File: src/fbc_params.svh
`ifndef FBC_PARAMS_SVH
`define FBC_PARAMS_SVH

// ====================
// Serial timing
// ====================

// Clock cycles per bit for about 9600 baud from the 1 MHz board clock.
`define FBC_CLKS_PER_BIT 104

// Entries in each of the tx and rx queues.
`define FBC_FIFO_DEPTH 8

// ====================
// Endpoint numbers
// ====================

// Byte address on the host bus is the endpoint number times four.
`define FBC_EP_CTRL    6'h01
`define FBC_EP_TXDATA  6'h02
`define FBC_EP_STATUS  6'h20
`define FBC_EP_LED     6'h21
`define FBC_EP_RXPOP   6'h22
`define FBC_EP_TXCNT   6'h23
`define FBC_EP_RXCNT   6'h24
`define FBC_EP_ERRCNT  6'h25

`endif

File: src/fbcPkg.sv
`default_nettype none

package fbcPkg;

	// Host control word at endpoint 0x01.
	typedef struct packed {
		logic [13:0] reserved;
		logic        clearStats;
		logic        linkEnable;
	} ctrlT;

	// One received byte and its framing result.
	typedef struct packed {
		logic       frameErr;
		logic [7:0] data;
	} rxEntryT;

	// Status word at endpoint 0x20.
	// Bit 0 is the synchronized STATE pin.
	typedef struct packed {
		logic [4:0] reserved;
		logic [3:0] rxLevel;
		logic [3:0] txLevel;
		logic       rxOverflow;
		logic       txOverflow;
		logic       btState;
	} statusT;

	// AXI response codes used by the slave.
	typedef enum logic [1:0] {
		OKAY   = 2'b00,
		SLVERR = 2'b10
	} axiRespT;

endpackage

`default_nettype wire

File: src/hostEpIf.sv
`timescale 1ns/100ps
`default_nettype none

interface hostEpIf;
	import fbcPkg::*;

	// Host to link on the wire-in side.
	ctrlT        ctrl;
	logic [7:0]  txData;
	logic        txPush;
	logic        rxPop;

	// Link to host on the wire-out side.
	rxEntryT     rxHead;
	logic        rxHeadValid;
	statusT      status;
	logic [7:0]  lastRx;
	logic [15:0] txCount;
	logic [15:0] rxCount;
	logic [15:0] errCount;

	modport host (
		output ctrl, txData, txPush, rxPop,
		input  rxHead, rxHeadValid, status, lastRx, txCount, rxCount, errCount
	);

	modport link (
		input  ctrl, txData, txPush, rxPop,
		output rxHead, rxHeadValid, status, lastRx, txCount, rxCount, errCount
	);

endinterface

`default_nettype wire

File: src/msgFifo.sv
`timescale 1ns/100ps
`default_nettype none
`include "fbc_params.svh"

module msgFifo #(
	parameter int DEPTH = `FBC_FIFO_DEPTH,
	parameter type itemT = logic [7:0]
) (
	input  logic                         clock,
	input  logic                         arstN,
	input  logic                         push,
	input  itemT                         pushItem,
	input  logic                         pop,
	output itemT                         popItem,
	output logic                         full,
	output logic                         empty,
	output logic [$clog2(DEPTH + 1)-1:0] level
);

	localparam int AW = (DEPTH > 1) ? $clog2(DEPTH) : 1;
	localparam int LW = $clog2(DEPTH + 1);

	itemT          mem [DEPTH];
	logic [AW-1:0] wrPtr;
	logic [AW-1:0] rdPtr;
	logic [LW-1:0] count;
	logic          doPush;
	logic          doPop;

	function automatic logic [AW-1:0] nextPtr(input logic [AW-1:0] ptr);
		nextPtr = (ptr == AW'(DEPTH - 1)) ? '0 : ptr + 1'b1;
	endfunction

	// Refuse a push when full and a pop when empty.
	assign doPush = push && !full;
	assign doPop  = pop && !empty;

	assign full    = (count == LW'(DEPTH));
	assign empty   = (count == '0);
	assign level   = count;
	assign popItem = mem[rdPtr];

	always_ff @(posedge clock) begin
		if (doPush)
			mem[wrPtr] <= pushItem;
	end

	always_ff @(posedge clock or negedge arstN) begin
		if (!arstN) begin
			wrPtr <= '0;
			rdPtr <= '0;
			count <= '0;
		end else begin
			if (doPush)
				wrPtr <= nextPtr(wrPtr);
			if (doPop)
				rdPtr <= nextPtr(rdPtr);
			case ({doPush, doPop})
				2'b10:   count <= count + 1'b1;
				2'b01:   count <= count - 1'b1;
				default: count <= count;
			endcase
		end
	end

endmodule

`default_nettype wire

File: src/uartTx.sv
`timescale 1ns/100ps
`default_nettype none
`include "fbc_params.svh"

module uartTx #(
	parameter int CLKS_PER_BIT = `FBC_CLKS_PER_BIT
) (
	input  logic       clock,
	input  logic       arstN,
	input  logic       start,
	input  logic [7:0] data,
	output logic       busy,
	output logic       txd
);

	localparam int CW = $clog2(CLKS_PER_BIT);

	logic [CW-1:0] clkCnt;
	logic [3:0]    bitCnt;
	logic [8:0]    shiftReg;
	logic          bitDone;

	assign bitDone = (clkCnt == CW'(CLKS_PER_BIT - 1));

	// Bit 0 is the start bit, 1 to 8 data, 9 the stop bit.
	always_ff @(posedge clock or negedge arstN) begin
		if (!arstN) begin
			busy   <= 1'b0;
			txd    <= 1'b1;
			clkCnt <= '0;
			bitCnt <= '0;
		end else if (!busy) begin
			if (start) begin
				busy   <= 1'b1;
				txd    <= 1'b0;
				clkCnt <= '0;
				bitCnt <= '0;
			end
		end else if (bitDone) begin
			clkCnt <= '0;
			if (bitCnt == 4'd9) begin
				busy <= 1'b0;
			end else begin
				txd    <= shiftReg[0];
				bitCnt <= bitCnt + 1'b1;
			end
		end else begin
			clkCnt <= clkCnt + 1'b1;
		end
	end

	// Stop bit rides at the top and falls out last.
	always_ff @(posedge clock) begin
		if (!busy && start)
			shiftReg <= {1'b1, data};
		else if (busy && bitDone)
			shiftReg <= {1'b1, shiftReg[8:1]};
	end

endmodule

`default_nettype wire

File: src/uartRx.sv
`timescale 1ns/100ps
`default_nettype none
`include "fbc_params.svh"

module uartRx #(
	parameter int CLKS_PER_BIT = `FBC_CLKS_PER_BIT
) (
	input  logic            clock,
	input  logic            arstN,
	input  logic            enable,
	input  logic            rxd,
	output logic            valid,
	output fbcPkg::rxEntryT entry
);

	localparam int CW = $clog2(CLKS_PER_BIT);

	typedef enum logic [1:0] {RX_IDLE, RX_START, RX_DATA, RX_STOP} rxStateT;

	rxStateT       state;
	logic [1:0]    rxSync;
	logic          rxPrev;
	logic          rxBit;
	logic [CW-1:0] clkCnt;
	logic [2:0]    bitCnt;
	logic [7:0]    shiftReg;
	logic          halfDone;
	logic          bitDone;

	assign rxBit    = rxSync[1];
	assign halfDone = (clkCnt == CW'(CLKS_PER_BIT / 2 - 1));
	assign bitDone  = (clkCnt == CW'(CLKS_PER_BIT - 1));

	// Line idles high.
	always_ff @(posedge clock or negedge arstN) begin
		if (!arstN) begin
			rxSync <= 2'b11;
			rxPrev <= 1'b1;
		end else begin
			rxSync <= {rxSync[0], rxd};
			rxPrev <= rxBit;
		end
	end

	// ====================
	// Frame FSM
	// ====================
	always_ff @(posedge clock or negedge arstN) begin
		if (!arstN) begin
			state  <= RX_IDLE;
			clkCnt <= '0;
			bitCnt <= '0;
			valid  <= 1'b0;
		end else begin
			valid  <= 1'b0;
			clkCnt <= clkCnt + 1'b1;
			if (!enable) begin
				state <= RX_IDLE;
			end else begin
				case (state)
					RX_IDLE: if (rxPrev && !rxBit) begin
						state  <= RX_START;
						clkCnt <= '0;
					end
					// Glitch shorter than half a bit is dropped.
					RX_START: if (halfDone) begin
						clkCnt <= '0;
						bitCnt <= '0;
						state  <= rxBit ? RX_IDLE : RX_DATA;
					end
					RX_DATA: if (bitDone) begin
						clkCnt <= '0;
						bitCnt <= bitCnt + 1'b1;
						if (bitCnt == 3'd7)
							state <= RX_STOP;
					end
					RX_STOP: if (bitDone) begin
						valid <= 1'b1;
						state <= RX_IDLE;
					end
					default: state <= RX_IDLE;
				endcase
			end
		end
	end

	// LSB first, so shift in from the top.
	always_ff @(posedge clock) begin
		if (state == RX_DATA && bitDone)
			shiftReg <= {rxBit, shiftReg[7:1]};
		if (state == RX_STOP && bitDone) begin
			entry.data     <= shiftReg;
			entry.frameErr <= !rxBit;
		end
	end

endmodule

`default_nettype wire

File: src/btLinkCtrl.sv
`timescale 1ns/100ps
`default_nettype none
`include "fbc_params.svh"

module btLinkCtrl (
	input  logic         clock,
	input  logic         arstN,
	hostEpIf.link        ep,
	input  logic         btState,
	input  logic         rxd,
	output logic         btEnable,
	output logic         txd,
	output logic [7:0]   led
);
	import fbcPkg::*;

	localparam int LW = $clog2(`FBC_FIFO_DEPTH + 1);

	logic          linkEnable;
	logic          clearStats;
	logic [7:0]    txByte;
	logic          txFull;
	logic          txEmpty;
	logic [LW-1:0] txLevel;
	logic          txBusy;
	logic          txStart;
	logic          rxValid;
	rxEntryT       rxEntry;
	logic          rxFull;
	logic          rxEmpty;
	logic [LW-1:0] rxLevel;
	logic [1:0]    stateSync;
	logic          txOverflow;
	logic          rxOverflow;
	logic [15:0]   txCount;
	logic [15:0]   rxCount;
	logic [15:0]   errCount;
	logic [7:0]    lastRx;
	statusT        status;

	assign linkEnable = ep.ctrl.linkEnable;
	assign clearStats = ep.ctrl.clearStats;
	assign btEnable   = linkEnable;

	// ====================
	// Transmit path
	// ====================
	assign txStart = linkEnable && !txEmpty && !txBusy;

	msgFifo #(.DEPTH(`FBC_FIFO_DEPTH), .itemT(logic [7:0])) txFifo (
		.clock    (clock),
		.arstN    (arstN),
		.push     (ep.txPush),
		.pushItem (ep.txData),
		.pop      (txStart),
		.popItem  (txByte),
		.full     (txFull),
		.empty    (txEmpty),
		.level    (txLevel)
	);

	uartTx txUart (
		.clock (clock),
		.arstN (arstN),
		.start (txStart),
		.data  (txByte),
		.busy  (txBusy),
		.txd   (txd)
	);

	// ====================
	// Receive path
	// ====================
	uartRx rxUart (
		.clock  (clock),
		.arstN  (arstN),
		.enable (linkEnable),
		.rxd    (rxd),
		.valid  (rxValid),
		.entry  (rxEntry)
	);

	msgFifo #(.DEPTH(`FBC_FIFO_DEPTH), .itemT(rxEntryT)) rxFifo (
		.clock    (clock),
		.arstN    (arstN),
		.push     (rxValid),
		.pushItem (rxEntry),
		.pop      (ep.rxPop),
		.popItem  (ep.rxHead),
		.full     (rxFull),
		.empty    (rxEmpty),
		.level    (rxLevel)
	);

	assign ep.rxHeadValid = !rxEmpty;

	// Counters and sticky flags are held at zero by clearStats.
	always_ff @(posedge clock or negedge arstN) begin
		if (!arstN) begin
			txCount    <= '0;
			rxCount    <= '0;
			errCount   <= '0;
			txOverflow <= 1'b0;
			rxOverflow <= 1'b0;
		end else if (clearStats) begin
			txCount    <= '0;
			rxCount    <= '0;
			errCount   <= '0;
			txOverflow <= 1'b0;
			rxOverflow <= 1'b0;
		end else begin
			if (txStart)
				txCount <= txCount + 1'b1;
			if (rxValid)
				rxCount <= rxCount + 1'b1;
			if (rxValid && rxEntry.frameErr)
				errCount <= errCount + 1'b1;
			if (ep.txPush && txFull)
				txOverflow <= 1'b1;
			if (rxValid && rxFull)
				rxOverflow <= 1'b1;
		end
	end

	// STATE pin is asynchronous to the board clock.
	always_ff @(posedge clock or negedge arstN) begin
		if (!arstN) begin
			stateSync <= 2'b00;
			lastRx    <= 8'h00;
		end else begin
			stateSync <= {stateSync[0], btState};
			if (rxValid)
				lastRx <= rxEntry.data;
		end
	end

	// LEDs are active low.
	assign led = ~lastRx;

	always_comb begin
		status            = '0;
		status.btState    = stateSync[1];
		status.txOverflow = txOverflow;
		status.rxOverflow = rxOverflow;
		status.txLevel    = 4'(txLevel);
		status.rxLevel    = 4'(rxLevel);
	end

	assign ep.status   = status;
	assign ep.lastRx   = lastRx;
	assign ep.txCount  = txCount;
	assign ep.rxCount  = rxCount;
	assign ep.errCount = errCount;

endmodule

`default_nettype wire

File: src/hostRegs.sv
`timescale 1ns/100ps
`default_nettype none
`include "fbc_params.svh"

module hostRegs (
	input  logic            clock,
	input  logic            arstN,
	input  logic [7:0]      awaddr,
	input  logic            awvalid,
	output logic            awready,
	input  logic [31:0]     wdata,
	input  logic [3:0]      wstrb,
	input  logic            wvalid,
	output logic            wready,
	output fbcPkg::axiRespT bresp,
	output logic            bvalid,
	input  logic            bready,
	input  logic [7:0]      araddr,
	input  logic            arvalid,
	output logic            arready,
	output logic [31:0]     rdata,
	output fbcPkg::axiRespT rresp,
	output logic            rvalid,
	input  logic            rready,
	hostEpIf.host           ep
);
	import fbcPkg::*;

	ctrlT       ctrlReg;
	logic [7:0] txDataReg;
	logic       txPushReg;
	logic       rxPopReg;
	logic       wrAccept;
	logic       rdAccept;
	logic       wrIsCtrl;
	logic       wrIsTx;
	logic [31:0] rdNext;
	axiRespT    rdResp;
	logic       rdIsPop;

	// ====================
	// Write channel
	// ====================
	assign wrAccept = awvalid && wvalid && !bvalid;
	assign awready  = wrAccept;
	assign wready   = wrAccept;
	assign wrIsCtrl = (awaddr == {`FBC_EP_CTRL, 2'b00});
	assign wrIsTx   = (awaddr == {`FBC_EP_TXDATA, 2'b00});

	always_ff @(posedge clock or negedge arstN) begin
		if (!arstN) begin
			bvalid    <= 1'b0;
			ctrlReg   <= '0;
			txDataReg <= 8'h00;
			txPushReg <= 1'b0;
		end else begin
			txPushReg <= 1'b0;
			if (wrAccept) begin
				bvalid <= 1'b1;
				if (wrIsCtrl) begin
					if (wstrb[0])
						ctrlReg[7:0] <= wdata[7:0];
					if (wstrb[1])
						ctrlReg[15:8] <= wdata[15:8];
				end
				if (wrIsTx && wstrb[0]) begin
					txDataReg <= wdata[7:0];
					txPushReg <= 1'b1;
				end
			end else if (bready) begin
				bvalid <= 1'b0;
			end
		end
	end

	always_ff @(posedge clock) begin
		if (wrAccept)
			bresp <= (wrIsCtrl || wrIsTx) ? OKAY : SLVERR;
	end

	// ====================
	// Read channel
	// ====================
	assign arready  = !rvalid;
	assign rdAccept = arvalid && arready;
	assign rdIsPop  = (araddr == {`FBC_EP_RXPOP, 2'b00});

	always_comb begin
		rdNext = '0;
		rdResp = OKAY;
		case (araddr)
			{`FBC_EP_CTRL, 2'b00}:   rdNext = {16'h0000, ctrlReg};
			{`FBC_EP_TXDATA, 2'b00}: rdNext = {24'h000000, txDataReg};
			{`FBC_EP_STATUS, 2'b00}: rdNext = {16'h0000, ep.status};
			{`FBC_EP_LED, 2'b00}:    rdNext = {24'h000000, ep.lastRx};
			{`FBC_EP_RXPOP, 2'b00}: begin
				// Empty queue reads as zero.
				if (ep.rxHeadValid)
					rdNext = {22'h000000, 1'b1, ep.rxHead};
			end
			{`FBC_EP_TXCNT, 2'b00}:  rdNext = {16'h0000, ep.txCount};
			{`FBC_EP_RXCNT, 2'b00}:  rdNext = {16'h0000, ep.rxCount};
			{`FBC_EP_ERRCNT, 2'b00}: rdNext = {16'h0000, ep.errCount};
			default:                 rdResp = SLVERR;
		endcase
	end

	always_ff @(posedge clock or negedge arstN) begin
		if (!arstN) begin
			rvalid   <= 1'b0;
			rxPopReg <= 1'b0;
		end else begin
			rxPopReg <= rdAccept && rdIsPop && ep.rxHeadValid;
			if (rdAccept)
				rvalid <= 1'b1;
			else if (rready)
				rvalid <= 1'b0;
		end
	end

	always_ff @(posedge clock) begin
		if (rdAccept) begin
			rdata <= rdNext;
			rresp <= rdResp;
		end
	end

	assign ep.ctrl   = ctrlReg;
	assign ep.txData = txDataReg;
	assign ep.txPush = txPushReg;
	assign ep.rxPop  = rxPopReg;

endmodule

`default_nettype wire

File: src/fbcTop.sv
`timescale 1ns/100ps
`default_nettype none

module fbcTop (
	input  logic        clock,
	input  logic        arstN,
	// AXI4-Lite slave.
	input  logic [7:0]  awaddr,
	input  logic        awvalid,
	output logic        awready,
	input  logic [31:0] wdata,
	input  logic [3:0]  wstrb,
	input  logic        wvalid,
	output logic        wready,
	output logic [1:0]  bresp,
	output logic        bvalid,
	input  logic        bready,
	input  logic [7:0]  araddr,
	input  logic        arvalid,
	output logic        arready,
	output logic [31:0] rdata,
	output logic [1:0]  rresp,
	output logic        rvalid,
	input  logic        rready,
	// HC-05 pins, named from the module side.
	input  logic        hc05State,
	input  logic        hc05Txd,
	output logic        hc05Enable,
	output logic        hc05Rxd,
	output logic [7:0]  led
);

	hostEpIf epIf ();

	hostRegs hostRegs (
		.clock   (clock),
		.arstN   (arstN),
		.awaddr  (awaddr),
		.awvalid (awvalid),
		.awready (awready),
		.wdata   (wdata),
		.wstrb   (wstrb),
		.wvalid  (wvalid),
		.wready  (wready),
		.bresp   (bresp),
		.bvalid  (bvalid),
		.bready  (bready),
		.araddr  (araddr),
		.arvalid (arvalid),
		.arready (arready),
		.rdata   (rdata),
		.rresp   (rresp),
		.rvalid  (rvalid),
		.rready  (rready),
		.ep      (epIf.host)
	);

	// Module TXD feeds our receiver, our transmitter drives module RXD.
	btLinkCtrl btLinkCtrl (
		.clock    (clock),
		.arstN    (arstN),
		.ep       (epIf.link),
		.btState  (hc05State),
		.rxd      (hc05Txd),
		.btEnable (hc05Enable),
		.txd      (hc05Rxd),
		.led      (led)
	);

endmodule

`default_nettype wire

File: config.mk
export PLATFORM = sky130hd
export DESIGN_NAME = fbcTop
export DESIGN_NICKNAME = d
export VERILOG_FILES = /design/src/fbcPkg.sv /design/src/hostEpIf.sv /design/src/msgFifo.sv /design/src/uartTx.sv /design/src/uartRx.sv /design/src/btLinkCtrl.sv /design/src/hostRegs.sv /design/src/fbcTop.sv
export VERILOG_INCLUDE_DIRS = /design/src
export SDC_FILE = /design/constraint.sdc
export NUM_CORES = 1
export LEC_CHECK = 0
export BUFFER_PORTS_ARGS = -buffer_cell sky130_fd_sc_hd__buf_2
export CAP_MARGIN = 20
export CORE_ASPECT_RATIO = 1.2
export CORE_UTILIZATION = 45
export DETAILED_ROUTE_END_ITERATION = 8
export PLACE_DENSITY = 0.7
export REMOVE_ABC_BUFFERS = 1
export SYNTH_ARGS = -nofsm -noshare
export SYNTH_HDL_FRONTEND = slang
export SYNTH_SLANG_ARGS = --single-unit
File: constraint.sdc
create_clock -name clock -period 7.5 [get_ports clock]
set_input_delay 0 -clock clock [delete_from_list [all_inputs] [get_ports clock]]
set_output_delay 0 -clock clock [all_outputs]
set_load 0.02 [all_outputs]
==> results of run 1 <==
## critical path: cells and delay by family (launching register included)
kind                       cells  cell delay [ps]
DFF                            1              470
adders and majority gates      2              550
xor gates and xnor gates       3              450
AOI/OAI and AO/OA              2              520
buffers and inverters          2              630
and+or+nand+nor                2              410
## power breakdown
group | internal [uW] | leakage (uW) | switching (uW)
logic | 59.4 | 0.00228 | 87.0
clock network | 910 | 0.000504 | 650
registers | 1850 | 0.00341 | 28.0
total | 2820 | 0.00620 | 765
## worst min-delay path by stage
stage            start                          end  depth (start not counted)
6_report       arvalid            hostRegs.rdata[3]                          2
5_1_grt        hc05Txd  btLinkCtrl.rxUart.rxSync[0]                          2
4_1_cts        hc05Txd  btLinkCtrl.rxUart.rxSync[0]                          2
3_5_place_dp   hc05Txd  btLinkCtrl.rxUart.rxSync[0]                          1
3_3_place_gp   hc05Txd  btLinkCtrl.rxUart.rxSync[0]                          1
2_1_floorplan    arstN    btLinkCtrl.ep.errCount[0]                          0
## final cells by class
| type | count | area (um^2) | share of cell area |
|---|---|---|---|
| clock buffer | 39 | 816 | 0.0502 |
| clock inverter | 19 | 209 | 0.0129 |
| inverter | 27 | 101 | 0.00624 |
| multi-input combinational | 649 | 4920 | 0.302 |
| sequential | 316 | 8810 | 0.542 |
| tap | 396 | 495 | 0.0305 |
| timing repair buffer | 128 | 907 | 0.0558 |
## cells by family after synthesis
kind of cell    count (synthesis)  share of synthesized area
flops                         316                      0.625
simple gates                  303                      0.110
compound gates                147                     0.0702
mux                           112                      0.114
buf+inv                        90                     0.0309
xor+xnor                       45                     0.0280
fa+ha+maj                      24                     0.0219
other cells                     1                   0.000266
## stage by stage
| stage | utilization | power (uW) | instances | hold WS, ps |
|---|---|---|---|---|
| global placement | 0.482 | 2050 | 1472 | 106 |
| CTS | 0.529 | 3620 | 1573 | 45.4 |
| global route | 0.530 | 3710 | 1574 | 61.3 |
| floorplan | - | 1990 | 992 | -296 |
| finish | 0.530 | 3590 | 1574 | 68.1 |
| detailed placement | 0.482 | 2050 | 1472 | 108 |
## metal layers
metal  vias up  part of all wire  GRT usage
li1       4078                 -          -
met4         0             0.022     0.0528
met1      4378              0.41      0.243
met2       188              0.53      0.348
met3        45             0.041     0.0233
met5         -                 0          0
## flip-flops by register name, summed over array words and instances (netlist names), 3 cells and up
signal,flops
btLinkCtrl.rxFifo.mem,72
btLinkCtrl.txFifo.mem,64
btLinkCtrl.ep.errCount,16
btLinkCtrl.ep.rxCount,16
btLinkCtrl.ep.txCount,16
hostRegs.ep.ctrl,16
hostRegs.rdata,16
btLinkCtrl.rxUart.entry,9
btLinkCtrl.ep.lastRx,8
btLinkCtrl.rxUart.shiftReg,8
btLinkCtrl.txUart.shiftReg,8
hostRegs.ep.txData,8
btLinkCtrl.rxUart.clkCnt,7
btLinkCtrl.txUart.clkCnt,7
btLinkCtrl.rxFifo.level,4
btLinkCtrl.txFifo.level,4
btLinkCtrl.txUart.bitCnt,4
btLinkCtrl.rxFifo.rdPtr,3
btLinkCtrl.rxFifo.wrPtr,3
btLinkCtrl.rxUart.bitCnt,3
btLinkCtrl.txFifo.rdPtr,3
btLinkCtrl.txFifo.wrPtr,3
## cell usage after synthesis, types with 4 or more instances
library cell / number / area [um^2]
nor2b_1: 8 / 50.1
o2bb2ai_1: 4 / 35.0
mux4_2: 34 / 766
o21ai_0: 43 / 215
nor3_1: 22 / 110
a2bb2oi_1: 4 / 35.0
ha_1: 23 / 288
a2111o_1: 4 / 45.0
inv_1: 26 / 97.6
buf_1: 4 / 15.0
dfstp_2: 4 / 105
clkbuf_1: 23 / 86.3
nor4_1: 9 / 56.3
or4_1: 9 / 67.6
edfxtp_1: 179 / 5380
a22o_1: 4 / 35.0
a31oi_1: 6 / 37.5
nor2_1: 77 / 289
mux2_2: 42 / 473
o31ai_1: 7 / 52.6
a21oi_1: 27 / 135
a21o_1: 4 / 30.0
nor3b_1: 5 / 37.5
or3_1: 12 / 75.1
mux2i_1: 36 / 360
or2_2: 7 / 43.8
xnor2_1: 28 / 245
xor2_1: 17 / 149
o211ai_1: 5 / 37.5
dfrtp_1: 133 / 3330
nand4_1: 16 / 100
nand2b_1: 12 / 75.1
a22oi_1: 20 / 150
buf_4: 21 / 158
nand3_1: 31 / 155
nand2_1: 65 / 244
and3_1: 9 / 56.3
buf_2: 15 / 75.1
## timing repair
| item | in CTS | in global routing |
|---|---|---|
| endpoints found under the hold margin | 121 | 0 |
| hold buffers | 43 | 0 |
| setup buffers | 0 | 0 |
==> impl_metrics.json, run 1 <==
{
  "die_x_um": 163,
  "dp_hpwl_mm": 20.3,
  "finalSetupViolCount": 0,
  "cp-start-kind": "flop",
  "grt_pass1_wl_mm": 47.8,
  "finalSetupTns_ps": 0,
  "die_h_um": 196,
  "r2r_slack_ps": 4310,
  "rows": 70,
  "ys_seq_area_frac": 0.625,
  "cp-end-kind": "flop",
  "final_common_cell": "edfxtp_1",
  "hold_class": "input port to flop",
  "cts_tree": "done",
  "antenna_left": 0,
  "vias": 8689,
  "grt_use_total": 0.193,
  "cts_max_level": 1,
  "endpoint": "btLinkCtrl.txFifo.level[2]",
  "slowest_stage": "dfrtp_1",
  "r2r_cells": 11,
  "period_minus_slack_ps": 3190,
  "hold_viol": 0,
  "cp.arrival_ps": 3610,
  "fillers": 2560,
  "irDropWorstVdd_mv": 0.156,
  "synth_edf_count": 179,
  "run_status": "complete, no violations",
  "core-area_mm2": 0.0307,
  "drc": 0,
  "synth_warnings": 0,
  "drv_slew": 0,
  "post_dp_cell_area_mm2": 0.0148,
  "crit_fanout": 21,
  "io_buffers": 75,
  "timing.rr.start": "btLinkCtrl.txFifo.level[3]",
  "crit_path_start": "btLinkCtrl.txFifo.level[3]",
  "max-cap-violations": 0,
  "cts_buffer_depth": 3,
  "first_global_vias": 8734,
  "synthCells": 1038,
  "async_flop_share": 0.434,
  "rsz0062_at_grt": "false",
  "dr.first_iter.drc_count": 653,
  "power.density_mw_per_mm2": 221,
  "area_growth_pct": 15.4,
  "fmax_mhz": 314,
  "cpPeakStageDelay_ps": 470,
  "fin_ws_ps": 4310,
  "post-place-ws_ps": 4330,
  "synth_cell_types": 68,
  "syn_area_mm2": 0.0141,
  "crit_path_cell_trace": "o41ai_2 > buf_4 > or2_2 > clkinv_1 > ha_1 > xor2_1 > ha_1 > a21oi_1 > xor2_1 > nor2_1 > xor2_1",
  "wl_per_cell_um": 19.3,
  "cp.required_ps": 7930,
  "gp_congestion": 0.857,
  "crit_type": "flop to flop",
  "cts_buffers": 31,
  "start_util": 0.459,
  "r2r_end": "btLinkCtrl.txFifo.level[2]",
  "root_buffer": "clkbuf_16",
  "grt_start_max_net_pins": 96,
  "p_leak_uw": 0.00620,
  "nets": 1238,
  "max_slew_margin": 0.287,
  "grt_overflow": 0,
  "cts_resized": 0,
  "drt_pass1_iterations": 5,
  "antenna_cells": 0,
  "dieArea_mm2": 0.0320,
  "drive_above_1_share": 0.199,
  "wirelength_mm": 30.3,
  "fin_crit_sh": 0.425,
  "viasPerCell": 5.52,
  "stdcell_area_mm2": 0.0163,
  "antenna_found_initial": 0,
  "synth_seq_cells": 316,
  "tightest_slew_ps": 1060,
  "final_cell_mix": "edfxtp_1, dfrtp_1, nor2_1",
  "clock_latency_ps": 560,
  "cts.sinks": 316,
  "clkTransAtPathRegs_ps": 60,
  "cpMostUsedCell": "xor2_1",
  "io_pins": 112,
  "clock_skew_ps": 12.0,
  "syn-mean-instance-area_um2": 13.6,
  "ys.flop_type": "edfxtp_1"
}
(Power assumes the default switching activity.)
==> run 2: changes to the inputs <==
==> constraint.sdc (replaced) <==
create_clock -name clock -period 3 [get_ports clock]
set_input_delay 0 -clock clock [delete_from_list [all_inputs] [get_ports clock]]
set_output_delay 0 -clock clock [all_outputs]
set_load 0.02 [all_outputs]
==> run 2 against run 1 <==
Clock power rose to 2.8 times the previous value. Non-clock buffer count increased by 29. Core utilization grew 1.1 points. Register-to-register slack worse by 3900 ps. Setup slack worse by 3900 ps. Critical endpoint is now btLinkCtrl.rxFifo.level[3]. Largest cell class unchanged.
==> impl_metrics.json, run 2 (same netlist as run 1, synthesis figures left out) <==
{
  "run_status": "complete, no violations",
  "multiInputGateArea_mm2": 0.00491,
  "fin_ws_ps": 431,
  "power.density_mw_per_mm2": 569,
  "max_slew_margin": 0.415,
  "cts.sinks": 316,
  "drc": 0,
  "dr.first_iter.drc_count": 598,
  "cts_tree": "done",
  "die_h_um": 196,
  "pwr-share-comb": 0.040,
  "antenna_left": 0,
  "grt_start_max_net_pins": 91,
  "gp_congestion": 0.854,
  "dieArea_mm2": 0.0320,
  "io_buffers": 75,
  "dr_wl_met2_mm": 15.7,
  "antenna_found_initial": 0,
  "crit_type": "flop to flop",
  "fmax_mhz": 389,
  "nets": 1267,
  "cp-start-kind": "flop",
  "die_x_um": 163,
  "cp.required_ps": 3490,
  "wirelength_mm": 30.3,
  "start_util": 0.459,
  "rows": 70,
  "drv_slew": 0,
  "fin_crit_sh": 0.856,
  "r2r_end": "btLinkCtrl.rxFifo.level[3]",
  "cts_resized": 0,
  "finalSetupViolCount": 0,
  "hold_class": "input port to asynchronous set/reset pin",
  "fillers": 2542,
  "cts_buffer_depth": 3,
  "hold_viol": 0,
  "drive_above_1_share": 0.225,
  "pwr-share-seq": 0.499,
  "cp-end-kind": "flop",
  "clock_skew_ps": 16.6,
  "root_buffer": "clkbuf_16",
  "r2r_cells": 9,
  "final_cell_mix": "edfxtp_1, dfrtp_1, nor2_1",
  "dp.cells": 1503,
  "irDropWorstVdd_mv": 0.454,
  "antenna_cells": 0,
  "grt_overflow": 0,
  "stdcell_count": 1603,
  "wl_met3_mm": 1.28,
  "cts_setup_buffers": 0,
  "crit_fanout": 6,
  "rsz0062_at_grt": "false",
  "intPower_uw": 7440,
  "vias": 8855,
  "finish.utilization": 0.541,
  "clkPwrFrac": 0.461,
  "swShare": 0.212,
  "wl_met1_mm": 12.3,
  "timing.rr.start": "btLinkCtrl.rxFifo.level[3]",
  "drt_pass1_iterations": 5,
  "max-cap-violations": 0,
  "switching_power_uw": 2000,
  "cp.arrival_ps": 3060,
  "io_pins": 112,
  "routed.top_layer": "met4",
  "largest_reg_flops": 72,
  "dp_hpwl_mm": 20.8,
  "tightest_slew_ps": 878,
  "period_minus_slack_ps": 2570,
  "area_growth_pct": 17.8,
  "cts_buffers": 31,
  "p_leak_uw": 0.00639,
  "viasPerCell": 5.52,
  "r2r_slack_ps": 430,
  "top_register": "btLinkCtrl.rxFifo.mem",
  "grt_use_total": 0.193,
  "reg.largest.list": "btLinkCtrl.rxFifo.mem: 72 flops, btLinkCtrl.txFifo.mem: 64 flops",
  "clkTransAtPathRegs_ps": 70,
  "clock_latency_ps": 570,
  "grt_pass1_wl_mm": 47.7,
  "final_common_cell": "edfxtp_1",
  "cts_max_level": 1,
  "first_global_vias": 8920,
  "core-area_mm2": 0.0307,
  "final-seq-area_mm2": 0.00881,
  "wl_per_cell_um": 18.9,
  "post-place-ws_ps": 439
}
[run 2: worst max-delay path by stage]
stage                     slack (ps)                         end                        from  cells after the start
after CTS                        430  btLinkCtrl.rxFifo.level[3]  btLinkCtrl.rxFifo.level[3]                      9
after global routing             290  btLinkCtrl.rxFifo.level[3]  btLinkCtrl.rxFifo.level[3]                      9
after detailed placement         440  btLinkCtrl.rxFifo.level[3]  btLinkCtrl.rxFifo.level[3]                      9
final                            430  btLinkCtrl.rxFifo.level[3]  btLinkCtrl.rxFifo.level[3]                      9
after floorplan                 -110  btLinkCtrl.txFifo.level[2]  btLinkCtrl.txFifo.level[3]                     10
after global placement           430  btLinkCtrl.rxFifo.level[3]  btLinkCtrl.rxFifo.level[3]                      9
[run 2: timing repair]
action                                 4_1_cts  5_1_grt
hold buffers                                42        0
setup endpoints to repair                    0        0
endpoints found under the hold margin      118        0
[run 2: area by class of cell]
cell class                      count  share of cell area
Multi-Input combinational cell    649               0.296
Clock inverter                     25              0.0222
Timing Repair Buffer              157              0.0665
Sequential cell                   316               0.531
Inverter                           27             0.00611
Tap cell                          396              0.0299
Clock buffer                       33              0.0484
[run 2: per-layer routing]
| metal | up-vias | track usage |
|---|---|---|
| li1 | 4143 | - |
| met3 | 71 | 0.0230 |
| met1 | 4445 | 0.241 |
| met5 | - | 0 |
| met4 | 0 | 0.0676 |
| met2 | 196 | 0.343 |
[run 2: power groups by stage]
stage | logic (uW) | clock network (uW) | registers [uW]
final | 377 | 4350 | 4710
after global routing | 418 | 4590 | 4710
after CTS | 377 | 4420 | 4700
after detailed placement | 340 | 0 | 4790
after global placement | 334 | 0 | 4790
after floorplan | 167 | 0 | 4800
[run 2: critical path: stages (launching register included)]
cell and delay (ps):
dfrtp_1 450, or4_1 560, nand2_1 190, inv_1 70, ha_1 230, ha_1 280
a21o_1 170, a21oi_1 170, mux2i_1 230, xnor2_1 130
[run 2: through the flow]
stage | cell area, um^2 | total power, uW | setup TNS (ps) | hold slack [ps]
finish | 16600 | 9430 | 0 | 64.3
global route | 16600 | 9720 | 0 | 57.5
CTS | 16600 | 9500 | 0 | 35.0
detailed placement | 15000 | 5130 | 0 | 106
global placement | 15000 | 5130 | 0 | 108
floorplan | 13800 | 4970 | -106 | -296
==> run 3: changes to the inputs <==
--- a/config.mk
+++ b/config.mk
@@ -7,11 +7,12 @@
 export NUM_CORES = 1
 export LEC_CHECK = 0
 export BUFFER_PORTS_ARGS = -buffer_cell sky130_fd_sc_hd__buf_2
-export CAP_MARGIN = 20
+export CAP_MARGIN = 15
 export CORE_ASPECT_RATIO = 1.2
 export CORE_UTILIZATION = 45
+export CTS_BUF_LIST = sky130_fd_sc_hd__clkbuf_2
 export DETAILED_ROUTE_END_ITERATION = 8
-export PLACE_DENSITY = 0.7
+export PLACE_DENSITY_LB_ADDON = 0.1
 export REMOVE_ABC_BUFFERS = 1
 export SYNTH_ARGS = -nofsm -noshare
 export SYNTH_HDL_FRONTEND = slang
==> run 3 against run 2 <==
Non-clock buffer count rose by 55. Final area rose by 1.2%. Sequential share of layout area down 0.64 points. Critical path type is now input port to flop. Largest power group unchanged.
==> impl_metrics.json, run 3 (same netlist as run 1, synthesis figures left out) <==
{
  "run_status": "complete, no violations",
  "hold_class": "input port to asynchronous set/reset pin",
  "drv_slew": 0,
  "nets": 1370,
  "clock_latency_ps": 910,
  "cp-start-kind": "input port",
  "dr_wl_met2_mm": 17.5,
  "fin_crit_sh": 0.964,
  "cts_buffer_depth": 3,
  "cpMostUsedCell": "dlygate4sd3_1",
  "drt_pass1_iterations": 4,
  "crit_path_cell_trace": "dlygate4sd3_1 > buf_2 > dlygate4sd3_1 > or2_2 > dlygate4sd3_1 > nor4b_2 > nand2_2 > mux2_2 > dlygate4sd3_1",
  "grt_start_max_net_pins": 61,
  "fmax_mhz": 346,
  "antenna_found_initial": 4,
  "gp_congestion": 0.823,
  "clkTransAtPathRegs_ps": 120,
  "stdcell_area_mm2": 0.0168,
  "wl_per_cell_um": 18.9,
  "p_leak_uw": 0.00667,
  "cp-end-kind": "flop",
  "drive_above_1_share": 0.253,
  "core-area_mm2": 0.0307,
  "viasPerCell": 5.32,
  "cts_tree": "done",
  "cp.arrival_ps": 3610,
  "max_slew_margin": 0.472,
  "wl_met3_mm": 1.21,
  "area_growth_pct": 19.2,
  "die_x_um": 163,
  "cts.sinks": 316,
  "cts_setup_buffers": 0,
  "antenna_left": 0,
  "clock_skew_ps": 67.4,
  "power.density_mw_per_mm2": 486,
  "finalSetupTns_ps": 0,
  "final_common_cell": "edfxtp_1",
  "cpPeakStageDelay_ps": 590,
  "root_buffer": "clkbuf_2",
  "crit_type": "input port to flop",
  "rsz0062_at_grt": "false",
  "reg.largest.list": "btLinkCtrl.rxFifo.mem: 72 flops, btLinkCtrl.txFifo.mem: 64 flops",
  "largest_reg_flops": 72,
  "top_register": "btLinkCtrl.rxFifo.mem",
  "finalSetupViolCount": 0,
  "grt_use_total": 0.218,
  "crit_fanout": 8,
  "io_pins": 112,
  "die_h_um": 196,
  "cp.required_ps": 3720,
  "cts_buffers": 79,
  "slowest_stage": "dlygate4sd3_1",
  "first_global_vias": 9770,
  "dp_hpwl_mm": 22.0,
  "grt_overflow": 0,
  "io_buffers": 75,
  "drc": 0,
  "wirelength_mm": 33.1,
  "dieArea_mm2": 0.0320,
  "grt_pass1_wl_mm": 52.6,
  "irDropWorstVdd_mv": 0.301,
  "hold_viol": 0,
  "wl_met1_mm": 13.5,
  "rows": 70,
  "routed.top_layer": "met4",
  "final_cell_mix": "edfxtp_1, dfrtp_1, clkbuf_2",
  "start_util": 0.459,
  "max-cap-violations": 0,
  "post_dp_cell_area_mm2": 0.0150,
  "tightest_slew_ps": 792,
  "period_minus_slack_ps": 2890,
  "cts_max_level": 3,
  "fillers": 2658,
  "dr.first_iter.drc_count": 397,
  "vias": 9322
}
==> run 3: cell types whose count changed in the layout (fill, tap and decap cells not counted), moves of 5 or more <==
cell           change
bufinv_16          -5
clkbuf_16         -31
clkbuf_2         +111
clkinv_1          +21
clkinvlp_4         -7
diode_2            +6
dlygate4sd3_1     +51
==> run 3: layer usage <==
metal,global-route usage,up-vias
met1,0.255,4661
li1,-,4423
met4,0.0977,0
met2,0.386,174
met3,0.0423,64
met5,0,-
==> run 3: worst paths after layout <==
check,start,to,slack [ps],cells after the start
setup / recovery,awaddr[0],hostRegs.ep.ctrl[11],110,9
hold / removal,arstN,btLinkCtrl.rxFifo.rdPtr[0],190,4
setup reg to reg,hostRegs.bvalid,hostRegs.ep.txData[2],320,6
min in group clock,wstrb[1],hostRegs.ep.ctrl[8],190,4
hold reg to reg,btLinkCtrl.rxUart.rxSync[0],btLinkCtrl.rxUart.rxSync[1],360,0
max in group asynchronous,arstN,btLinkCtrl.ep.errCount[1],2400,4
==> run 3: area by class of cell <==
cell class	count	area [um^2]	share of cell area
antenna	6	15.0	0.000894
timing repair buffer	212	1680	0.100
clock buffer	111	556	0.0331
clock inverter	35	225	0.0134
sequential	316	8810	0.525
inverter	27	101	0.00604
multi-input combinational	649	4910	0.292
tap	396	495	0.0295
==> run 3: per-stage QoR <==
stage          instances  setup WS [ps]  utilization  power [uW]  hold slack (ps)
2_1_floorplan        992           -106            -        4970             -296
3_3_place_gp        1505            431        0.490        5130             42.3
3_5_place_dp        1505            389        0.490        5140             37.9
4_1_cts             1743           49.3        0.546        8270             64.4
5_1_grt             1750            148        0.548        8580             84.4
6_report            1752            109        0.548        8170              186
==> run 3: power by group <==
part	total [uW]	leakage [uW]	internal, uW	switching (uW)
logic	430	0.00268	196	234
registers	4700	0.00341	4630	69.8
clock network	3040	0.000578	1270	1760
total	8170	0.00667	6100	2070
==> run 3: worst max-delay path: cells and delay by family <==
family	cells	cell delay, ps
simple gates	3	920
mux	1	320
buf+inv	5	2360
==> run 3: what timing repair did <==
| action | in CTS | in global routing |
|---|---|---|
| gates resized for setup | 0 | 1 |
| hold buffers | 92 | 4 |
| endpoints found under the hold margin | 203 | 5 |
| endpoints found under the setup margin | 0 | 11 |
